**src/include/tage_consts.svh**
```systemverilog
`ifndef TAGE_CONSTS_SVH
`define TAGE_CONSTS_SVH

//////////////////////////////
// table geometry
//////////////////////////////

`define TAGE_BANKS       4
`define TAGE_INDEX_W     8      // 256 entries per bank
`define TAGE_TAG_W       9
`define TAGE_CTR_W       3      // top bit is the direction
`define TAGE_USEFUL_W    2      // msb is the hi half, lsb the lo half

//////////////////////////////
// geometric history lengths
//////////////////////////////

`define TAGE_HIST_LEN_0  10
`define TAGE_HIST_LEN_1  20
`define TAGE_HIST_LEN_2  40
`define TAGE_HIST_LEN_3  80     // longest, also the history register width

`endif

```
**src/hw/tage_pkg.sv**
```systemverilog
`default_nettype none

`include "tage_consts.svh"

package tage_pkg;

    // per-bank field types
    typedef logic [`TAGE_INDEX_W-1:0]  tage_index_t;
    typedef logic [`TAGE_TAG_W-1:0]    tage_tag_t;
    typedef logic [`TAGE_CTR_W-1:0]    tage_ctr_t;
    typedef logic [`TAGE_USEFUL_W-1:0] tage_useful_t;

    // prediction record
    // returned with every prediction and handed back as is on commit,
    // so training and allocation work on the state seen at lookup time
    typedef struct packed {
        logic [`TAGE_BANKS-1:0]         hit;            // tag match per bank
        logic [1:0]                     provider;       // longest hitting bank
        logic                           provider_valid; // any bank hit
        logic                           has_alter;      // a shorter bank hit too
        tage_ctr_t [`TAGE_BANKS-1:0]    ctr;
        tage_useful_t [`TAGE_BANKS-1:0] useful;
        tage_index_t [`TAGE_BANKS-1:0]  index;          // where each bank was read
        tage_tag_t [`TAGE_BANKS-1:0]    tag;            // tag compared in each bank
    } tage_pred_t;

endpackage

`default_nettype wire

```
**src/hw/tage_bank_if.sv**
```systemverilog
`default_nettype none

interface tage_bank_if;

    // lookup, from the hash
    tage_pkg::tage_index_t  index;
    tage_pkg::tage_tag_t    tag;

    // response, one cycle later
    tage_pkg::tage_ctr_t    ctr;
    tage_pkg::tage_useful_t useful;
    logic                   hit;

    // update, from commit side
    logic                   update_en;    // write tag and counter, set valid
    tage_pkg::tage_ctr_t    update_ctr;
    tage_pkg::tage_index_t  update_index; // also selects the useful entry
    tage_pkg::tage_tag_t    update_tag;
    logic                   inc_useful;
    logic                   dec_useful;
    logic                   reset_useful;

    modport bank (
        input  index, tag,
        input  update_en, update_ctr, update_index, update_tag,
        input  inc_useful, dec_useful, reset_useful,
        output ctr, useful, hit
    );

    modport ctrl (
        output index, tag,
        output update_en, update_ctr, update_index, update_tag,
        output inc_useful, dec_useful, reset_useful,
        input  ctr, useful, hit
    );

endinterface

`default_nettype wire

```
**src/hw/tage_bank.sv**
```systemverilog
`default_nettype none

`include "tage_consts.svh"

module tage_bank (
    input  wire       clk,
    input  wire       reset,
    input  wire       flush_ubits_hi,
    input  wire       flush_ubits_lo,
    tage_bank_if.bank port
);

    localparam int ENTRIES = 1 << `TAGE_INDEX_W;
    localparam int UW      = `TAGE_USEFUL_W;

    logic                   valid_q  [ENTRIES];
    tage_pkg::tage_tag_t    tag_q    [ENTRIES];
    tage_pkg::tage_ctr_t    ctr_q    [ENTRIES];
    tage_pkg::tage_useful_t useful_q [ENTRIES];

    tage_pkg::tage_useful_t useful_cur; // entry addressed by the update
    logic                   useful_max;
    logic                   useful_zero;

    assign useful_cur  = useful_q[port.update_index];
    assign useful_max  = (useful_cur == {UW{1'b1}});
    assign useful_zero = (useful_cur == '0);

    //////////////////////////////
    // lookup read
    //////////////////////////////

    always_ff @(posedge clk) begin
        if (reset) begin
            port.hit <= 1'b0;
        end else begin
            port.hit <= valid_q[port.index] && (tag_q[port.index] == port.tag);
        end
    end

    always_ff @(posedge clk) begin
        port.ctr    <= ctr_q[port.index];
        port.useful <= useful_q[port.index];
    end

    //////////////////////////////
    // tag and counter write
    //////////////////////////////

    always_ff @(posedge clk) begin
        if (port.update_en) begin
            tag_q[port.update_index] <= port.update_tag;
            ctr_q[port.update_index] <= port.update_ctr;
        end
    end

    //////////////////////////////
    // valid and useful upkeep
    //////////////////////////////

    always_ff @(posedge clk) begin
        if (reset) begin
            for (int i = 0; i < ENTRIES; i++) begin
                valid_q[i]  <= 1'b0;
                useful_q[i] <= '0;
            end
        end else begin
            if (port.update_en) begin
                valid_q[port.update_index] <= 1'b1;
            end

            if (port.reset_useful) begin
                useful_q[port.update_index] <= '0;  // fresh allocation
            end else if (port.inc_useful && !useful_max) begin
                useful_q[port.update_index] <= useful_cur + 1'b1;
            end else if (port.dec_useful && !useful_zero) begin
                useful_q[port.update_index] <= useful_cur - 1'b1;
            end

            // periodic aging, overrides the per-entry update above
            for (int i = 0; i < ENTRIES; i++) begin
                if (flush_ubits_hi) begin
                    useful_q[i][UW-1] <= 1'b0;
                end
                if (flush_ubits_lo) begin
                    useful_q[i][0] <= 1'b0;
                end
            end
        end
    end

endmodule

`default_nettype wire

```
**src/flat_wrapper.sv**
```systemverilog
// flat-port wrapper written by rule: the top's interface ports become plain ports
module tage_bank_flat 
  (clk, reset, flush_ubits_hi, flush_ubits_lo, port_index, port_tag, port_update_en, port_update_ctr, port_update_index, port_update_tag, port_inc_useful, port_dec_useful, port_reset_useful, port_ctr, port_useful, port_hit);
  tage_bank_if port_i ();
  input  wire clk;
  input  wire reset;
  input  wire flush_ubits_hi;
  input  wire flush_ubits_lo;
  input wire logic [$bits(port_i.index)-1:0] port_index;
  input wire logic [$bits(port_i.tag)-1:0] port_tag;
  input wire logic [$bits(port_i.update_en)-1:0] port_update_en;
  input wire logic [$bits(port_i.update_ctr)-1:0] port_update_ctr;
  input wire logic [$bits(port_i.update_index)-1:0] port_update_index;
  input wire logic [$bits(port_i.update_tag)-1:0] port_update_tag;
  input wire logic [$bits(port_i.inc_useful)-1:0] port_inc_useful;
  input wire logic [$bits(port_i.dec_useful)-1:0] port_dec_useful;
  input wire logic [$bits(port_i.reset_useful)-1:0] port_reset_useful;
  output wire logic [$bits(port_i.ctr)-1:0] port_ctr;
  output wire logic [$bits(port_i.useful)-1:0] port_useful;
  output wire logic [$bits(port_i.hit)-1:0] port_hit;
  assign port_i.index = port_index;
  assign port_i.tag = port_tag;
  assign port_i.update_en = port_update_en;
  assign port_i.update_ctr = port_update_ctr;
  assign port_i.update_index = port_update_index;
  assign port_i.update_tag = port_update_tag;
  assign port_i.inc_useful = port_inc_useful;
  assign port_i.dec_useful = port_dec_useful;
  assign port_i.reset_useful = port_reset_useful;
  assign port_ctr = port_i.ctr;
  assign port_useful = port_i.useful;
  assign port_hit = port_i.hit;
  tage_bank u_core (.clk(clk), .reset(reset), .flush_ubits_hi(flush_ubits_hi), .flush_ubits_lo(flush_ubits_lo), .port(port_i));
endmodule
```
**config.mk**
```make
export PLATFORM = sky130hd
export DESIGN_NAME = tage_bank_flat
export DESIGN_NICKNAME = d
export VERILOG_FILES = /design/src/hw/tage_pkg.sv /design/src/hw/tage_bank_if.sv /design/src/hw/tage_bank.sv /design/src/flat_wrapper.sv
export VERILOG_INCLUDE_DIRS = /design/src /design/src/include
export SDC_FILE = /design/constraint.sdc
export NUM_CORES = 2
export LEC_CHECK = 0
export ABC_CLOCK_PERIOD_IN_PS = 9300
export BUFFER_PORTS_ARGS = -buffer_cell sky130_fd_sc_hd__buf_4
export CAP_MARGIN = 5
export CELL_PAD_IN_SITES_DETAIL_PLACEMENT = 2
export CELL_PAD_IN_SITES_GLOBAL_PLACEMENT = 2
export CORE_MARGIN = 5
export CORE_UTILIZATION = 54
export DETAILED_ROUTE_END_ITERATION = 10
export PLACE_DENSITY = 0.88
export SLEW_MARGIN = 30
export SYNTH_ARGS = -nofsm -noshare
export SYNTH_HDL_FRONTEND = slang
export SYNTH_SLANG_ARGS = --single-unit
```
**constraint.sdc**
```tcl
create_clock -name clk -period 9.3 [get_ports clk]
set_input_delay 1.395 -clock clk [delete_from_list [all_inputs] [get_ports clk]]
set_output_delay 1.395 -clock clk [all_outputs]
set_load 0.01 [all_outputs]
```
==> flow_metrics.py, run 1 <==
metrics = {
    "synthesis": {
        "synth_adder_area_share_pct": 0.01573,
        "yosysTopAreaCell": "edfxtp_1",
        "syn_inst": 8575,
        "synthTopCellsByArea": "edfxtp_1, mux4_2, dfxtp_1, o21ai_0, o21a_1",
        "synth_edf_count": 3584,
        "ys_seq_elements": 3846,
        "syn_area_sq_um": 159100,
        "synth_xor_area_share_pct": 0.03303,
        "async_flop_share_pct": 0,
        "synth-simple-area-share_pct": 4.643,
        "postSynthAreaPerCell_sq_um": 18.56,
        "seq_area_frac_synth_pct": 70.93,
        "syn-num-nets": 8622,
        "synth.top_cell.area_share_pct": 67.64,
        "synth.distinct_cells": 70,
        "yosys_warnings": 0,
        "synth_mux_area_share_pct": 17.92,
        "ys.flop_type": "edfxtp_1",
        "synth_top_family_by_area": "multiplexers",
        "synth-compound-area-share_pct": 4.562,
    },
    "placed_design": {
        "io_buffers": 50,
        "gp_congestion": 0.9077,
        "hpwl_um": 437600,
    },
    "die": {
        "pin_count": 51,
        "die_w_um": 552.8,
        "start_util_pct": 54.20,
        "fp.dieH_um": 552.8,
        "rows": 199,
    },
    "status": {
        "lastStage": "detailed placement (3_5_place_dp)",
        "outcome": "aborted with a tool error",
        "error": "[ERROR DPL-0033] detailed placement checks failed during check placement.",
    },
}
-- per-stage QoR --
stage / hold WS [ps] / setup WS [ps] / instances
global placement: 438.7 / 1622 / 12030
floorplan: 433.0 / 3104 / 8575
-- Yosys cell counts, types with 5 or more instances --
cell / n
or4_1: 7
o21a_1: 257
nor2_1: 353
nor2b_1: 31
nand2_1: 395
o31ai_1: 5
nor3_1: 180
o22ai_1: 56
nand2b_1: 21
nor4_1: 21
a311oi_1: 5
mux2_2: 24
or2_2: 8
nor3_2: 100
edfxtp_1: 3584
a22oi_1: 106
o21ai_0: 531
mux2i_1: 180
a21oi_1: 59
buf_2: 93
buf_6: 11
a31oi_1: 18
o211ai_1: 10
clkbuf_1: 491
inv_1: 8
a2111oi_0: 15
a32oi_1: 9
nand4_1: 21
a211oi_1: 22
a221oi_1: 11
o2111ai_1: 5
a22o_1: 5
o221ai_1: 12
nand3_1: 24
buf_4: 22
buf_1: 99
dfxtp_1: 262
mux4_2: 1174
and2_1: 12
and3_1: 269
-- logic make-up after synthesis --
group,count (synthesis)
flip-flops,3846
multiplexers,1378
XOR/XNOR,6
AND/OR/NAND/NOR,1456
buffers and inverters,728
adder cells (fa/ha/maj),2
AO/OA/AOI/OAI,1159
==> run 2: changes to the inputs <==
--- a/config.mk
+++ b/config.mk
@@ -9,12 +9,10 @@
 export ABC_CLOCK_PERIOD_IN_PS = 9300
 export BUFFER_PORTS_ARGS = -buffer_cell sky130_fd_sc_hd__buf_4
 export CAP_MARGIN = 5
-export CELL_PAD_IN_SITES_DETAIL_PLACEMENT = 2
-export CELL_PAD_IN_SITES_GLOBAL_PLACEMENT = 2
 export CORE_MARGIN = 5
-export CORE_UTILIZATION = 54
+export CORE_UTILIZATION = 40
 export DETAILED_ROUTE_END_ITERATION = 10
-export PLACE_DENSITY = 0.88
+export PLACE_DENSITY_LB_ADDON = 0.15
 export SLEW_MARGIN = 30
 export SYNTH_ARGS = -nofsm -noshare
 export SYNTH_HDL_FRONTEND = slang
==> flow_metrics.py, run 2 <==
metrics = {
    "status": {
        "outcome": "finished clean",
    },
    "critical_path": {
        "start_kind": "input port",
        "max_stage_delay_ps": 670,
        "worstPathArrival_ps": 7220,
        "slowest_stage": "or4_4",
        "worst-path-buf-inv": 7,
        "path_delay_family": "buffers and inverters",
        "path_max_fanout": 87,
        "path_cells": "buf_8 -> buf_16 -> buf_4 -> mux4_2 -> mux4_2 -> mux4_2 -> mux2i_1 -> nor2_1 -> a311o_2 -> inv_1 -> ha_1 -> inv_1 -> a21oi_1 -> or4_4 -> buf_12 -> buf_4 -> nor3_1",
        "critical_path.endpoint_type": "register",
        "critPathKind": "input port to register",
        "critPathRequiredTime_ps": 9970,
        "crit_top_cell": "mux4_2",
    },
    "synthesis": {
        "synth.top_cell.area_share_pct": 67.64,
        "synth_most_common_cell": "edfxtp_1",
        "syn-num-nets": 8622,
        "yosysTopAreaCell": "edfxtp_1",
        "yosys_warnings": 0,
        "syn_area_sq_um": 159100,
        "synth_edf_count": 3584,
        "ys.flop_type": "edfxtp_1",
        "synth.distinct_cells": 70,
        "syn_inst": 8575,
        "ys_seq_elements": 3846,
        "postSynthAreaPerCell_sq_um": 18.56,
        "async_flop_share_pct": 0,
        "seq_area_frac_synth_pct": 70.93,
        "synthTopCellsByArea": "edfxtp_1, mux4_2, dfxtp_1, o21ai_0, o21a_1",
        "synthTopCellsByCount": "edfxtp_1, mux4_2, o21ai_0",
    },
    "layout": {
        "largest_reg_flops": 2304,
        "drive_above_1_share_pct": 25.45,
        "top_regs": "u_core.tag_q (2304), u_core.ctr_q (768), u_core.useful_q (512)",
        "largest_register": "u_core.tag_q",
        "fillers": 33760,
        "syn2layout_area_growth_pct": 12.83,
        "layout_common_cells": "edfxtp_1, mux4_2, o21ai_0, clkbuf_16, nand2_1",
        "final_common_cell": "edfxtp_1",
        "num-nets-final": 8599,
    },
    "power": {
        "combPwrFrac_pct": 6.6,
        "p_int_mw": 29.14,
        "p_clk_share_pct": 43.1,
        "vdd_drop_max_v": 0.0001686,
        "leakage_nw": 56.69,
        "netSwitchingFraction_pct": 23.12,
        "p_per_area_nw_per_um2": 211.1,
        "power_frac_seq_pct": 50.3,
        "p_switching_mw": 8.761,
        "power.total_mw": 37.90,
    },
    "global_route": {
        "grt_overflow": 0,
        "grt_util_all_layers_pct": 24.29,
        "antenna_found_initial": 52,
        "grt_pass1_wl_um": 704800,
        "grt_max_degree": 167,
        "grt_pass1_vias": 87300,
    },
    "timing": {
        "max-slew-margin-rel_pct": 26.21,
        "fmax_ghz": 0.1527,
        "hold_violations": 0,
        "rsz0062_at_grt": "no",
        "fin_crit_ps": 6549,
        "finalSetupTns_ps": 0,
        "worst_pin_slew_ps": 1079,
        "report.final.slew_viol_count": 0,
        "setup_viol": 0,
        "fin_crit_sh_pct": 70.42,
        "finClkSkew_ps": 60.82,
    },
    "clock_tree": {
        "cts_tree": "built",
        "cts.htree.levels": 5,
        "clk-insertion-delay-late_ps": 970,
        "post_cts_resized": 0,
        "post_cts_buffers": 0,
        "ctsHoldBuffers": 0,
        "cts_buffers": 412,
        "cts_buffer_depth": 4,
        "cts.reportedPaths.clkPinSlew_ps": 60,
        "cts-root-buf": "clkbuf_16",
        "cts.sinks": 3846,
    },
    "drt": {
        "drtIter0Drc": 11300,
        "final_antenna_net_count": 0,
        "drt-total-wl_um": 506500,
        "firstDrtPassIters": 6,
        "via_per_inst": 6.208,
        "avgRoutedWirePerCell_um": 35.65,
        "remaining_drc_errors": 0,
        "dr_total_vias": 88200,
    },
    "die": {
        "die_w_um": 640.7,
        "fp.dieH_um": 640.7,
        "core_area_sq_um": 396000,
        "dieArea_sq_um": 410500,
        "pin_count": 51,
        "start_util_pct": 40.18,
        "rows": 231,
    },
    "placed_design": {
        "io_buffers": 50,
        "gp_congestion": 0.8444,
        "hpwl_um": 303400,
    },
    "run": {
        "drv_cap": 0,
    },
    "hold_path": {
        "hold_class": "register to register",
    },
}
run 2: final cells by class:
| cell class | count | area [sq um] | area share [%] |
|---|---|---|---|
| well taps | 5242 | 6559 | 3.653 |
| inverters | 12 | 65.06 | 0.03624 |
| clock inverters | 222 | 2248 | 1.252 |
| diodes | 56 | 140.1 | 0.07806 |
| flip-flops and latches | 3846 | 112900 | 62.87 |
| repair buffers | 279 | 2853 | 1.589 |
| clock buffers | 550 | 11210 | 6.244 |
| multi-input cells | 4001 | 43580 | 24.28 |
run 2: final timing paths:
check / from / endpoint / slack [ps] / cells after the start
min reg2reg: u_core.valid_q[10]$_DFF_P_ / u_core.valid_q[10]$_DFF_P_ / 460 / 1
max reg2reg: u_core.useful_q[2][0]$_SDFFCE_PN0P_ / u_core.useful_q[65][0]$_SDFFCE_PN0P_ / 4050 / 14
min: u_core.valid_q[10]$_DFF_P_ / u_core.valid_q[10]$_DFF_P_ / 460 / 1
max: port_update_index[0] / u_core.useful_q[65][0]$_SDFFCE_PN0P_ / 2750 / 17
run 2: cells by family after synthesis:
kind of cell,Yosys count,share of synthesized area [%]
fa+ha+maj,2,0.01572
flops,3846,70.93
simple gates,1456,4.643
compound gates,1159,4.562
mux,1378,17.92
buf+inv,728,1.894
xor+xnor,6,0.03303
run 2: layer usage:
metal  track usage, %  share of wire, %
met1            34.36                40
met2            38.26                47
met3            3.895               8.3
met4            8.838               3.8
met5                0             0.047
run 2: per-stage QoR:
stage / util, % / hold WS, ps / instance area (sq um) / setup WS (ps) / instances
5_1_grt: 45.31 / 474.5 / 179400 / 2501 / 14170
3_5_place_dp: 41.85 / 446.7 / 165700 / 1745 / 13370
4_1_cts: 45.25 / 460.6 / 179200 / 2786 / 14150
6_report: 45.34 / 458.0 / 179500 / 2751 / 14210
3_3_place_gp: 41.80 / 440.3 / 165500 / 1754 / 13370
2_1_floorplan: - / 433.0 / 159100 / 3104 / 8575
run 2: power by group through the flow:
stage	sequential, mW	clock (mW)	combinational (mW)
final	19.1	16.3	2.48
after global routing	19.1	17.3	2.58
after CTS	19.1	16.6	2.48
after detailed placement	19.4	0	2.48
after global placement	19.4	0	2.44
after floorplan	19.4	0	1.31
Note: power is estimated with default switching activity, not from simulation.
